## src/logic/rhd_pkg.sv

```systemverilog
package rhd_pkg;

    typedef logic [15:0] cmd_word_t;
    typedef logic [15:0] sample_t;
    typedef logic [5:0]  reg_addr_t;
    typedef logic [7:0]  reg_data_t;
    typedef logic [4:0]  channel_t;
    typedef logic [5:0]  word_idx_t;
    typedef logic [1:0]  stream_t;    // line * 2 + half, a = 0, b = 1
    typedef logic [6:0]  word_cnt_t;  // clk cycle within one spi word
    typedef logic [1:0]  opcode_t;

    localparam int NUM_MISO    = 2;
    localparam int NUM_STREAMS = 2 * NUM_MISO;
    localparam int CHANNELS    = 32;

    localparam word_idx_t SEQ_WORDS       = 6'd40;
    localparam word_idx_t CONVERT_DELAY   = 6'd2;   // result returns two words after its convert
    localparam word_idx_t CONFIG_REGS     = 6'd22;
    localparam word_idx_t CAL_WORDS       = 6'd11;
    localparam word_idx_t RECORD_CONVERTS = word_idx_t'(CHANNELS);

    localparam reg_addr_t CHIP_ID_REG    = 6'd63;
    localparam logic      DSP_OFFSET_BIT = 1'b1;

    localparam word_cnt_t SCLK_QUARTER   = word_cnt_t'(1);
    localparam word_cnt_t HALF_BIT       = word_cnt_t'(2 * SCLK_QUARTER);
    localparam word_cnt_t BIT_CYCLES     = word_cnt_t'(4 * SCLK_QUARTER);
    localparam word_cnt_t CS_LOW_CYCLES  = word_cnt_t'($bits(cmd_word_t) * BIT_CYCLES);
    localparam word_cnt_t CS_HIGH_CYCLES = word_cnt_t'(4);
    localparam word_cnt_t WORD_CYCLES    = CS_LOW_CYCLES + CS_HIGH_CYCLES;  // 68

    localparam opcode_t CMD_CONVERT = 2'd0;
    localparam opcode_t CMD_WRITE   = 2'd2;
    localparam opcode_t CMD_READ    = 2'd3;

    localparam cmd_word_t CALIBRATE_WORD = 16'h5500;

    // register data for addresses 0 to 21
    // only the adc buffer bias (1) and mux bias (2) follow the rate
    localparam reg_data_t CONFIG_TABLE_LOW [CONFIG_REGS] = '{
        8'hde, 8'h20, 8'h28, 8'h00, 8'hc0, 8'h00, 8'h00, 8'h00,
        8'h16, 8'h00, 8'h17, 8'h00, 8'h23, 8'h11,
        8'hff, 8'hff, 8'hff, 8'hff, 8'hff, 8'hff, 8'hff, 8'hff
    };

    localparam reg_data_t CONFIG_TABLE_HIGH [CONFIG_REGS] = '{
        8'hde, 8'h02, 8'h04, 8'h00, 8'hc0, 8'h00, 8'h00, 8'h00,
        8'h16, 8'h00, 8'h17, 8'h00, 8'h23, 8'h11,
        8'hff, 8'hff, 8'hff, 8'hff, 8'hff, 8'hff, 8'hff, 8'hff
    };

    typedef struct packed {
        logic cs;
        logic sclk;
        logic mosi;
    } spi_out_t;

    typedef struct packed {
        sample_t [NUM_STREAMS-1:0] sample;  // indexed by stream_t
    } miso_words_t;

    typedef struct packed {
        logic        en;
        channel_t    channel;
        miso_words_t words;
    } frame_wr_t;

    typedef enum logic [2:0] {
        SEQ_IDLE,
        SEQ_LOAD,
        SEQ_TX,
        SEQ_RX,
        SEQ_FINISH
    } seq_state_t;

endpackage

```

## src/logic/rhd_cmd_sequencer.sv

```systemverilog
module rhd_cmd_sequencer (
    input  logic                 clk,
    input  logic                 rstn,
    input  logic                 config_start,
    input  logic                 record_start,
    input  logic                 high_rate,
    output logic                 busy,
    output logic                 done,
    output logic                 start,
    output rhd_pkg::cmd_word_t   cmd,
    input  logic                 word_done,
    input  rhd_pkg::miso_words_t rx_words,
    output rhd_pkg::frame_wr_t   frame_wr
);

    rhd_pkg::seq_state_t state;
    logic                cfg_mode;   // high for a config run, low for a record run
    logic                rate_high;
    rhd_pkg::word_idx_t  word_idx;
    rhd_pkg::word_idx_t  rx_idx;
    rhd_pkg::cmd_word_t  next_cmd;
    rhd_pkg::reg_data_t  table_data;
    logic                capture;

    assign table_data = rate_high ? rhd_pkg::CONFIG_TABLE_HIGH[word_idx[4:0]]
                                  : rhd_pkg::CONFIG_TABLE_LOW[word_idx[4:0]];

    always_comb begin
        if (cfg_mode) begin
            if (word_idx < rhd_pkg::CONFIG_REGS) begin
                next_cmd = {rhd_pkg::CMD_WRITE, word_idx, table_data};  // index is the address
            end else if (word_idx < rhd_pkg::CONFIG_REGS + rhd_pkg::CAL_WORDS) begin
                next_cmd = rhd_pkg::CALIBRATE_WORD;
            end else begin
                next_cmd = {rhd_pkg::CMD_READ, rhd_pkg::CHIP_ID_REG, 8'h00};
            end
        end else begin
            if (word_idx < rhd_pkg::RECORD_CONVERTS) begin
                next_cmd = {rhd_pkg::CMD_CONVERT, word_idx, 7'd0, rhd_pkg::DSP_OFFSET_BIT};
            end else begin
                // dummy reads flush the last results
                next_cmd = {rhd_pkg::CMD_READ, rhd_pkg::CHIP_ID_REG, 8'h00};
            end
        end
    end

    always_ff @(posedge clk) begin
        if (!rstn) begin
            state     <= rhd_pkg::SEQ_IDLE;
            cfg_mode  <= 1'b0;
            rate_high <= 1'b0;
            word_idx  <= '0;
        end else begin
            case (state)
                rhd_pkg::SEQ_IDLE: begin
                    word_idx <= '0;
                    if (config_start || record_start) begin
                        cfg_mode  <= config_start;  // config wins
                        rate_high <= high_rate;
                        state     <= rhd_pkg::SEQ_LOAD;
                    end
                end
                rhd_pkg::SEQ_LOAD: begin
                    state <= rhd_pkg::SEQ_TX;
                end
                rhd_pkg::SEQ_TX: begin
                    state <= rhd_pkg::SEQ_RX;
                end
                rhd_pkg::SEQ_RX: begin
                    if (word_done) begin
                        if (word_idx == rhd_pkg::SEQ_WORDS - rhd_pkg::word_idx_t'(1)) begin
                            state <= rhd_pkg::SEQ_FINISH;
                        end else begin
                            word_idx <= word_idx + rhd_pkg::word_idx_t'(1);
                            state    <= rhd_pkg::SEQ_LOAD;
                        end
                    end
                end
                rhd_pkg::SEQ_FINISH: begin
                    state <= rhd_pkg::SEQ_IDLE;
                end
                default: begin
                    state <= rhd_pkg::SEQ_IDLE;
                end
            endcase
        end
    end

    always_ff @(posedge clk) begin
        if (state == rhd_pkg::SEQ_LOAD) begin
            cmd <= next_cmd;
        end
    end

    assign busy  = (state != rhd_pkg::SEQ_IDLE);
    assign done  = (state == rhd_pkg::SEQ_FINISH);
    assign start = (state == rhd_pkg::SEQ_TX);

    // the word finishing now carries the result of the convert sent two words earlier
    assign rx_idx  = word_idx - rhd_pkg::CONVERT_DELAY;
    assign capture = (state == rhd_pkg::SEQ_RX) && word_done && !cfg_mode
                     && (word_idx >= rhd_pkg::CONVERT_DELAY)
                     && (word_idx < rhd_pkg::RECORD_CONVERTS + rhd_pkg::CONVERT_DELAY);

    assign frame_wr.en      = capture;
    assign frame_wr.channel = rhd_pkg::channel_t'(rx_idx);
    assign frame_wr.words   = rx_words;

endmodule

```

## src/logic/rhd_spi_engine.sv

```systemverilog
module rhd_spi_engine (
    input  logic                         clk,
    input  logic                         rstn,
    input  logic                         start,
    input  rhd_pkg::cmd_word_t           cmd,
    input  logic [rhd_pkg::NUM_MISO-1:0] miso,
    output rhd_pkg::spi_out_t            spi,
    output logic                         done,
    output rhd_pkg::miso_words_t         rx_words
);

    logic                active;
    rhd_pkg::word_cnt_t  cnt;         // cycle of the word, 0 is the first cs low cycle
    rhd_pkg::word_cnt_t  cnt_next;
    rhd_pkg::word_cnt_t  phase_next;  // cycle within the bit being entered
    rhd_pkg::cmd_word_t  tx_word;
    rhd_pkg::sample_t    a_sr [rhd_pkg::NUM_MISO];
    rhd_pkg::sample_t    b_sr [rhd_pkg::NUM_MISO];
    logic                launch;
    logic                in_frame;
    logic                bit_edge;
    logic                sclk_rise;
    logic                sclk_fall;
    logic                last_cycle;

    assign launch     = start && !active;
    assign cnt_next   = cnt + rhd_pkg::word_cnt_t'(1);
    assign phase_next = cnt_next % rhd_pkg::BIT_CYCLES;
    assign in_frame   = cnt_next < rhd_pkg::CS_LOW_CYCLES;
    assign bit_edge   = active && in_frame && (phase_next == '0);
    assign sclk_rise  = active && in_frame && (phase_next == rhd_pkg::HALF_BIT);
    // the last falling edge coincides with cs going high
    assign sclk_fall  = active && (phase_next == '0) && (cnt_next <= rhd_pkg::CS_LOW_CYCLES);
    assign last_cycle = active && (cnt_next == rhd_pkg::WORD_CYCLES - rhd_pkg::word_cnt_t'(1));

    always_ff @(posedge clk) begin
        if (!rstn) begin
            active <= 1'b0;
            cnt    <= '0;
            spi    <= '{cs: 1'b1, sclk: 1'b0, mosi: 1'b0};
            done   <= 1'b0;
        end else begin
            done <= 1'b0;
            if (launch) begin
                active   <= 1'b1;
                cnt      <= '0;
                spi.cs   <= 1'b0;
                spi.sclk <= 1'b0;
                spi.mosi <= cmd[15];  // msb first
            end else if (active) begin
                cnt      <= cnt_next;
                spi.cs   <= !in_frame;
                spi.sclk <= in_frame && (phase_next >= rhd_pkg::HALF_BIT);
                if (!in_frame) begin
                    spi.mosi <= 1'b0;
                end else if (bit_edge) begin
                    spi.mosi <= tx_word[14];
                end
                if (last_cycle) begin
                    active <= 1'b0;
                    done   <= 1'b1;
                end
            end
        end
    end

    always_ff @(posedge clk) begin
        if (launch) begin
            tx_word <= cmd;
        end else if (bit_edge) begin
            tx_word <= tx_word << 1;
        end
        for (int l = 0; l < rhd_pkg::NUM_MISO; l++) begin
            if (sclk_rise) begin
                a_sr[l] <= {a_sr[l][14:0], miso[l]};  // chip drives a while sclk is low
            end
            if (sclk_fall) begin
                b_sr[l] <= {b_sr[l][14:0], miso[l]};
            end
        end
        if (last_cycle) begin
            for (int l = 0; l < rhd_pkg::NUM_MISO; l++) begin
                rx_words.sample[2*l]   <= a_sr[l];
                rx_words.sample[2*l+1] <= b_sr[l];
            end
        end
    end

endmodule

```

## src/logic/rhd_frame_buffer.sv

```systemverilog
module rhd_frame_buffer (
    input  logic                clk,
    input  logic                rstn,
    input  rhd_pkg::frame_wr_t  wr,
    input  rhd_pkg::stream_t    rd_stream,
    input  rhd_pkg::channel_t   rd_channel,
    output rhd_pkg::sample_t    rd_sample
);

    // one row per channel, each row holds the samples of every stream
    rhd_pkg::miso_words_t mem [rhd_pkg::CHANNELS];

    always_ff @(posedge clk) begin
        if (wr.en) begin
            mem[wr.channel] <= wr.words;
        end
    end

    always_ff @(posedge clk) begin
        if (!rstn) begin
            rd_sample <= '0;
        end else begin
            rd_sample <= mem[rd_channel].sample[rd_stream];  // one cycle read latency
        end
    end

endmodule

```

## src/logic/rhd_acq_top.sv

```systemverilog
module rhd_acq_top (
    input  logic                         clk,
    input  logic                         rstn,
    input  logic                         config_start,
    input  logic                         record_start,
    input  logic                         high_rate,
    input  logic [rhd_pkg::NUM_MISO-1:0] miso,
    output rhd_pkg::spi_out_t            spi,
    output logic                         busy,
    output logic                         done,
    input  rhd_pkg::stream_t             rd_stream,
    input  rhd_pkg::channel_t            rd_channel,
    output rhd_pkg::sample_t             rd_sample
);

    logic                 word_start;
    logic                 word_done;
    rhd_pkg::cmd_word_t   cmd;
    rhd_pkg::miso_words_t rx_words;
    rhd_pkg::frame_wr_t   frame_wr;

    rhd_cmd_sequencer i_rhd_cmd_sequencer (
        .clk          (clk),
        .rstn         (rstn),
        .config_start (config_start),
        .record_start (record_start),
        .high_rate    (high_rate),
        .busy         (busy),
        .done         (done),
        .start        (word_start),
        .cmd          (cmd),
        .word_done    (word_done),
        .rx_words     (rx_words),
        .frame_wr     (frame_wr)
    );

    rhd_spi_engine i_rhd_spi_engine (
        .clk      (clk),
        .rstn     (rstn),
        .start    (word_start),
        .cmd      (cmd),
        .miso     (miso),
        .spi      (spi),
        .done     (word_done),
        .rx_words (rx_words)
    );

    rhd_frame_buffer i_rhd_frame_buffer (
        .clk        (clk),
        .rstn       (rstn),
        .wr         (frame_wr),
        .rd_stream  (rd_stream),
        .rd_channel (rd_channel),
        .rd_sample  (rd_sample)
    );

endmodule

```

## config.mk

```make
export PLATFORM = sky130hd
export DESIGN_NAME = rhd_acq_top
export DESIGN_NICKNAME = d
export VERILOG_FILES = /design/src/logic/rhd_pkg.sv /design/src/logic/rhd_cmd_sequencer.sv /design/src/logic/rhd_spi_engine.sv /design/src/logic/rhd_frame_buffer.sv /design/src/logic/rhd_acq_top.sv
export SDC_FILE = /design/constraint.sdc
export NUM_CORES = 2
export LEC_CHECK = 0
export BUFFER_PORTS_ARGS = -buffer_cell sky130_fd_sc_hd__buf_2
export CAP_MARGIN = 10
export CORE_MARGIN = 5
export CORE_UTILIZATION = 25
export CTS_BUF_LIST = sky130_fd_sc_hd__clkbuf_4
export CTS_CLUSTER_SIZE = 16
export DETAILED_ROUTE_END_ITERATION = 12
export GPL_ROUTABILITY_DRIVEN = 1
export SYNTH_ARGS = -nofsm -noshare
export SYNTH_HDL_FRONTEND = slang
export SYNTH_HIERARCHICAL = 1
export SYNTH_SLANG_ARGS = --single-unit
export TNS_END_PERCENT = 100
```

## constraint.sdc

```tcl
create_clock -name clk -period 5.96 [get_ports clk]
set_clock_uncertainty 0.1 [all_clocks]
set_input_delay 1.192 -clock clk [delete_from_list [all_inputs] [get_ports clk]]
set_output_delay 1.192 -clock clk [all_outputs]
set_load 0.01 [all_outputs]
```

==> impl_metrics.prom <==
# TYPE chip_impl_metric gauge
chip_impl_info{name="timing.critical_path.to_type",value="register"} 1
chip_impl_metric{name="hold_path_depth",unit=""} 3
chip_impl_metric{name="synth.yosys.seq_area_share",unit="%"} 77.5
chip_impl_metric{name="clkTransAtPathRegs",unit="ps"} 60
chip_impl_metric{name="post_synth_and_or_nand_nor_area_fraction",unit="%"} 2.27
chip_impl_info{name="global_route.peak_usage_layer",value="met2"} 1
chip_impl_metric{name="synth_area_in_adders",unit="%"} 0.159
chip_impl_metric{name="initial_core_util",unit="%"} 25.0
chip_impl_info{name="setup_repair_after_global_routing_missed_its_margin",value="false"} 1
chip_impl_metric{name="worst_slew_pin_slew",unit="ps"} 1310
chip_impl_metric{name="die_height",unit="µm"} 598
chip_impl_metric{name="numClockSinks",unit=""} 2245
chip_impl_metric{name="route.vias.total",unit=""} 46600
chip_impl_metric{name="cts_hold_repair.buffers",unit=""} 2
chip_impl_metric{name="final_cells",unit=""} 9779
chip_impl_metric{name="drtPass1Iterations",unit=""} 7
chip_impl_metric{name="routedWlPerCell",unit="µm"} 25.1
chip_impl_metric{name="post_synth_instance_area",unit="µm²"} 86400
chip_impl_info{name="top_flip_flop_cell_by_instance_count_after_synthesis",value="edfxtp_1"} 1
chip_impl_metric{name="worst_ep_arrival_time",unit="ps"} 5230
chip_impl_metric{name="grt_first_pass_wirelength",unit="µm"} 346000
chip_impl_info{name="criticalPathCategory",value="register to register"} 1
chip_impl_metric{name="synth_mux_area_share",unit="%"} 13.1
chip_impl_metric{name="cts_resized",unit=""} 0
chip_impl_info{name="tritoncts",value="built"} 1
chip_impl_metric{name="power_switching_share",unit="%"} 21.7
chip_impl_metric{name="num-nets-final",unit=""} 4874
chip_impl_info{name="cts_root_buf",value="clkbuf_4"} 1
chip_impl_metric{name="finalSetupTns",unit="ps"} 0
chip_impl_metric{name="critical_path.max_fanout",unit=""} 24
chip_impl_metric{name="timing.max_slew.rel_slack",unit="%"} 12.2
chip_impl_metric{name="slew_violations",unit=""} 0
chip_impl_metric{name="vias_in_the_first_global_route",unit=""} 47400
chip_impl_metric{name="io-pin-count",unit=""} 35
chip_impl_metric{name="netlist-cell-type-count",unit=""} 71
chip_impl_metric{name="synth.yosys.warnings",unit=""} 6
chip_impl_metric{name="detailedPlacementHpwl",unit="µm"} 135000
chip_impl_metric{name="share_of_cells_above_drive_strength_1",unit="%"} 27.9
chip_impl_info{name="synth_largest_area_cell",value="edfxtp_1"} 1
chip_impl_metric{name="switching_power",unit="W"} 0.00672
chip_impl_metric{name="synth_top_area_share",unit="%"} 76.6
chip_impl_metric{name="reg2reg_slack",unit="ps"} 1560
chip_impl_metric{name="grt.met1_usage",unit="%"} 17.3
chip_impl_metric{name="numPortBuffers",unit=""} 34
chip_impl_info{name="combinational_family_with_the_most_area_after_synthesis",value="multiplexers"} 1
chip_impl_metric{name="globalRouteMet2Util",unit="%"} 21.6
chip_impl_info{name="most-common-layout-cells",value="edfxtp_1 (2206), clkbuf_4 (845), mux2i_1 (517)"} 1
chip_impl_metric{name="grt_max_degree",unit=""} 77
chip_impl_metric{name="yosys.area_share.xor_xnor",unit="%"} 0.110
chip_impl_metric{name="synth_nets",unit=""} 4358
chip_impl_metric{name="globalRouteMet3Util",unit="%"} 3.03
chip_impl_metric{name="leakage",unit="nW"} 32.3
chip_impl_metric{name="row_count",unit=""} 216
chip_impl_metric{name="initial_antenna_violation_count",unit=""} 13
chip_impl_info{name="min_delay_worst_endpoint",value="i_rhd_cmd_sequencer/cfg_mode"} 1
chip_impl_metric{name="clk-insertion-delay-late",unit="ps"} 1320
chip_impl_metric{name="cp.required",unit="ps"} 6800
chip_impl_metric{name="p_per_area",unit="nW/µm²"} 310
chip_impl_metric{name="synthesis.area_per_instance",unit="µm²"} 19.9
chip_impl_metric{name="clockBufferDepth",unit=""} 4
chip_impl_metric{name="share_seq_of_total_power",unit="%"} 55.4
chip_impl_metric{name="drt_drc_violations_left",unit=""} 0
chip_impl_metric{name="final_period_minus_worst_setup_slack",unit="ps"} 4400
chip_impl_metric{name="timing.final.ws_setup",unit="ps"} 1560
chip_impl_metric{name="synth_async_sr_flop_share",unit="%"} 0
chip_impl_metric{name="postSynthRegisterBits",unit=""} 2245
chip_impl_metric{name="layout-area-overhead-vs-synth",unit="%"} 15.3
chip_impl_metric{name="coreArea",unit="µm²"} 345000
chip_impl_metric{name="syn_inst",unit=""} 4333
chip_impl_metric{name="drt.antenna.violating_nets",unit=""} 0
chip_impl_metric{name="vdd.ir_drop.worst",unit="mV"} 0.161
chip_impl_info{name="timing.critical_path.from_type",value="register"} 1
chip_impl_metric{name="grt_util_all_layers",unit="%"} 13.3
chip_impl_metric{name="globalRouteOverflowTotal",unit=""} 0
chip_impl_metric{name="synth_enable_flop_cells",unit=""} 2206
chip_impl_metric{name="clkPwrFrac",unit="%"} 40.7
chip_impl_metric{name="detail_route.vias_per_cell",unit=""} 4.76
chip_impl_info{name="rr_startpoint",value="i_rhd_cmd_sequencer/word_idx[3]"} 1
chip_impl_metric{name="post_cts_setup_buffers",unit=""} 0
chip_impl_metric{name="power_frac_comb",unit="%"} 3.8
chip_impl_metric{name="detailedRoute.firstIterationViolations",unit=""} 5870
chip_impl_metric{name="synth-compound-area-share",unit="%"} 4.46
chip_impl_metric{name="final_min_period_over_clock_period",unit="%"} 73.7
chip_impl_metric{name="final-setup-viol-count",unit=""} 0
chip_impl_metric{name="r2r.worst_path.cells",unit=""} 6
chip_impl_metric{name="die_w",unit="µm"} 598
chip_impl_metric{name="cts.htree.levels",unit=""} 6
chip_impl_metric{name="cts_buffers",unit=""} 590
chip_impl_metric{name="drt-total-wl",unit="µm"} 245000
chip_impl_info{name="class_of_the_tightest_hold_or_removal_check",value="input pin to register"} 1
chip_impl_metric{name="post-place-ws",unit="ps"} 1400
chip_impl_metric{name="power.internal",unit="W"} 0.0242
chip_impl_metric{name="hold_viol",unit=""} 0
chip_impl_metric{name="post-place-cells",unit=""} 8832
chip_impl_metric{name="die-area",unit="µm²"} 358000
chip_impl_info{name="timing.hold.worst.start",value="config_start"} 1
chip_impl_info{name="layout.cells.most_common",value="edfxtp_1"} 1
chip_impl_metric{name="timing.max_cap.violations",unit=""} 0
chip_impl_info{name="run_status",value="finished clean"} 1
chip_impl_metric{name="gp_routability_congestion",unit=""} 0.811
chip_impl_info{name="netlist_top_cells_area",value="edfxtp_1 (77%), mux4_2 (6.9%), mux2i_1 (6.0%)"} 1
chip_impl_metric{name="clock.fmax",unit="GHz"} 0.228
chip_impl_info{name="r2r-end",value="i_rhd_frame_buffer/mem[8][38]"} 1
per-stage QoR:
stage	utilization (%)	hold slack, ps	total power, W	area (µm²)
after floorplan	-	300	0.0182	86400
after global placement	26.9	305	0.0187	92800
after detailed placement	26.9	307	0.0187	92800
after CTS	28.9	25.1	0.0312	99700
after global routing	28.9	58.8	0.0322	99700
final	28.9	166	0.0309	99700
critical path, cell delays in order, from the launching register on:
cell and delay, ps:
dfxtp_1 570, nor4_1 410, mux2_2 370, nor3_1 370, or3b_2 720, nor2_4 1070
buf_4 430
state kept, by name, indices dropped and copies added (netlist names), 6 cells and up:
register,count
i_rhd_spi_engine/cnt,7
i_rhd_spi_engine/a_sr,32
i_rhd_frame_buffer/mem,2048
i_rhd_cmd_sequencer/cmd,15
i_rhd_spi_engine/rx_words,64
i_rhd_spi_engine/b_sr,32
i_rhd_frame_buffer/rd_sample,16
i_rhd_cmd_sequencer/word_idx,6
i_rhd_spi_engine/tx_word,15
synthesized netlist by cell type, drive strengths merged (17+ instances only):
library cell	instances
a21oi	87
a221oi	33
a22oi	290
buf	217
clkbuf	88
dfxtp	39
edfxtp	2206
mux2	17
mux2i	517
mux4	264
nand2	78
nand3	99
nor2	102
nor3	23
nor4	34
o21ai	68
o22ai	19
power groups by stage:
stage / Sequential (W) / Combinational, W / Clock [W]
floorplan: 0.0175 / 0.000782 / 0
global placement: 0.0175 / 0.00117 / 0
detailed placement: 0.0175 / 0.00118 / 0
CTS: 0.0172 / 0.00118 / 0.0129
global route: 0.0171 / 0.00124 / 0.0138
finish: 0.0172 / 0.00119 / 0.0126
layout make-up:
| type | instances | area [µm²] |
|---|---|---|
| Fill cell | 34100 | 246000 |
| Sequential cell | 2245 | 67000 |
| Multi-Input combinational cell | 1767 | 17700 |
| Clock buffer | 845 | 6340 |
| Tap cell | 4578 | 5730 |
| Timing Repair Buffer | 229 | 2340 |
| Clock inverter | 89 | 477 |
| Inverter | 16 | 60.1 |
| Antenna cell | 10 | 25.0 |
kinds of logic after synthesis:
group	count (synthesis)
adder cells (fa/ha/maj)	11
AO/OA/AOI/OAI	554
buffers and inverters	321
multiplexers	798
flip-flops	2245
AND/OR/NAND/NOR	394
XOR/XNOR	10
worst max-delay path by stage:
stage                               startpoint                         endpoint  slack (ps)  cells past startpoint
5_1_grt        i_rhd_cmd_sequencer/word_idx[3]    i_rhd_frame_buffer/mem[8][53]        1500                      6
6_report       i_rhd_cmd_sequencer/word_idx[3]    i_rhd_frame_buffer/mem[8][38]        1560                      6
4_1_cts        i_rhd_cmd_sequencer/word_idx[3]    i_rhd_frame_buffer/mem[8][38]        1630                      6
3_3_place_gp                     rd_channel[1]  i_rhd_frame_buffer/rd_sample[4]        1430                      8
3_5_place_dp                     rd_channel[3]  i_rhd_frame_buffer/rd_sample[4]        1400                      9
2_1_floorplan  i_rhd_cmd_sequencer/word_idx[2]    i_rhd_frame_buffer/mem[28][0]         700                     10
per-layer routing:
| layer | wire length (µm) | share of wire (%) |
|---|---|---|
| met4 | 8750 | 3.6 |
| met2 | 118000 | 48 |
| met1 | 96700 | 39 |
| met3 | 22100 | 9.0 |
| met5 | 31 | 0.013 |
Power figures use the tool's default switching activity.
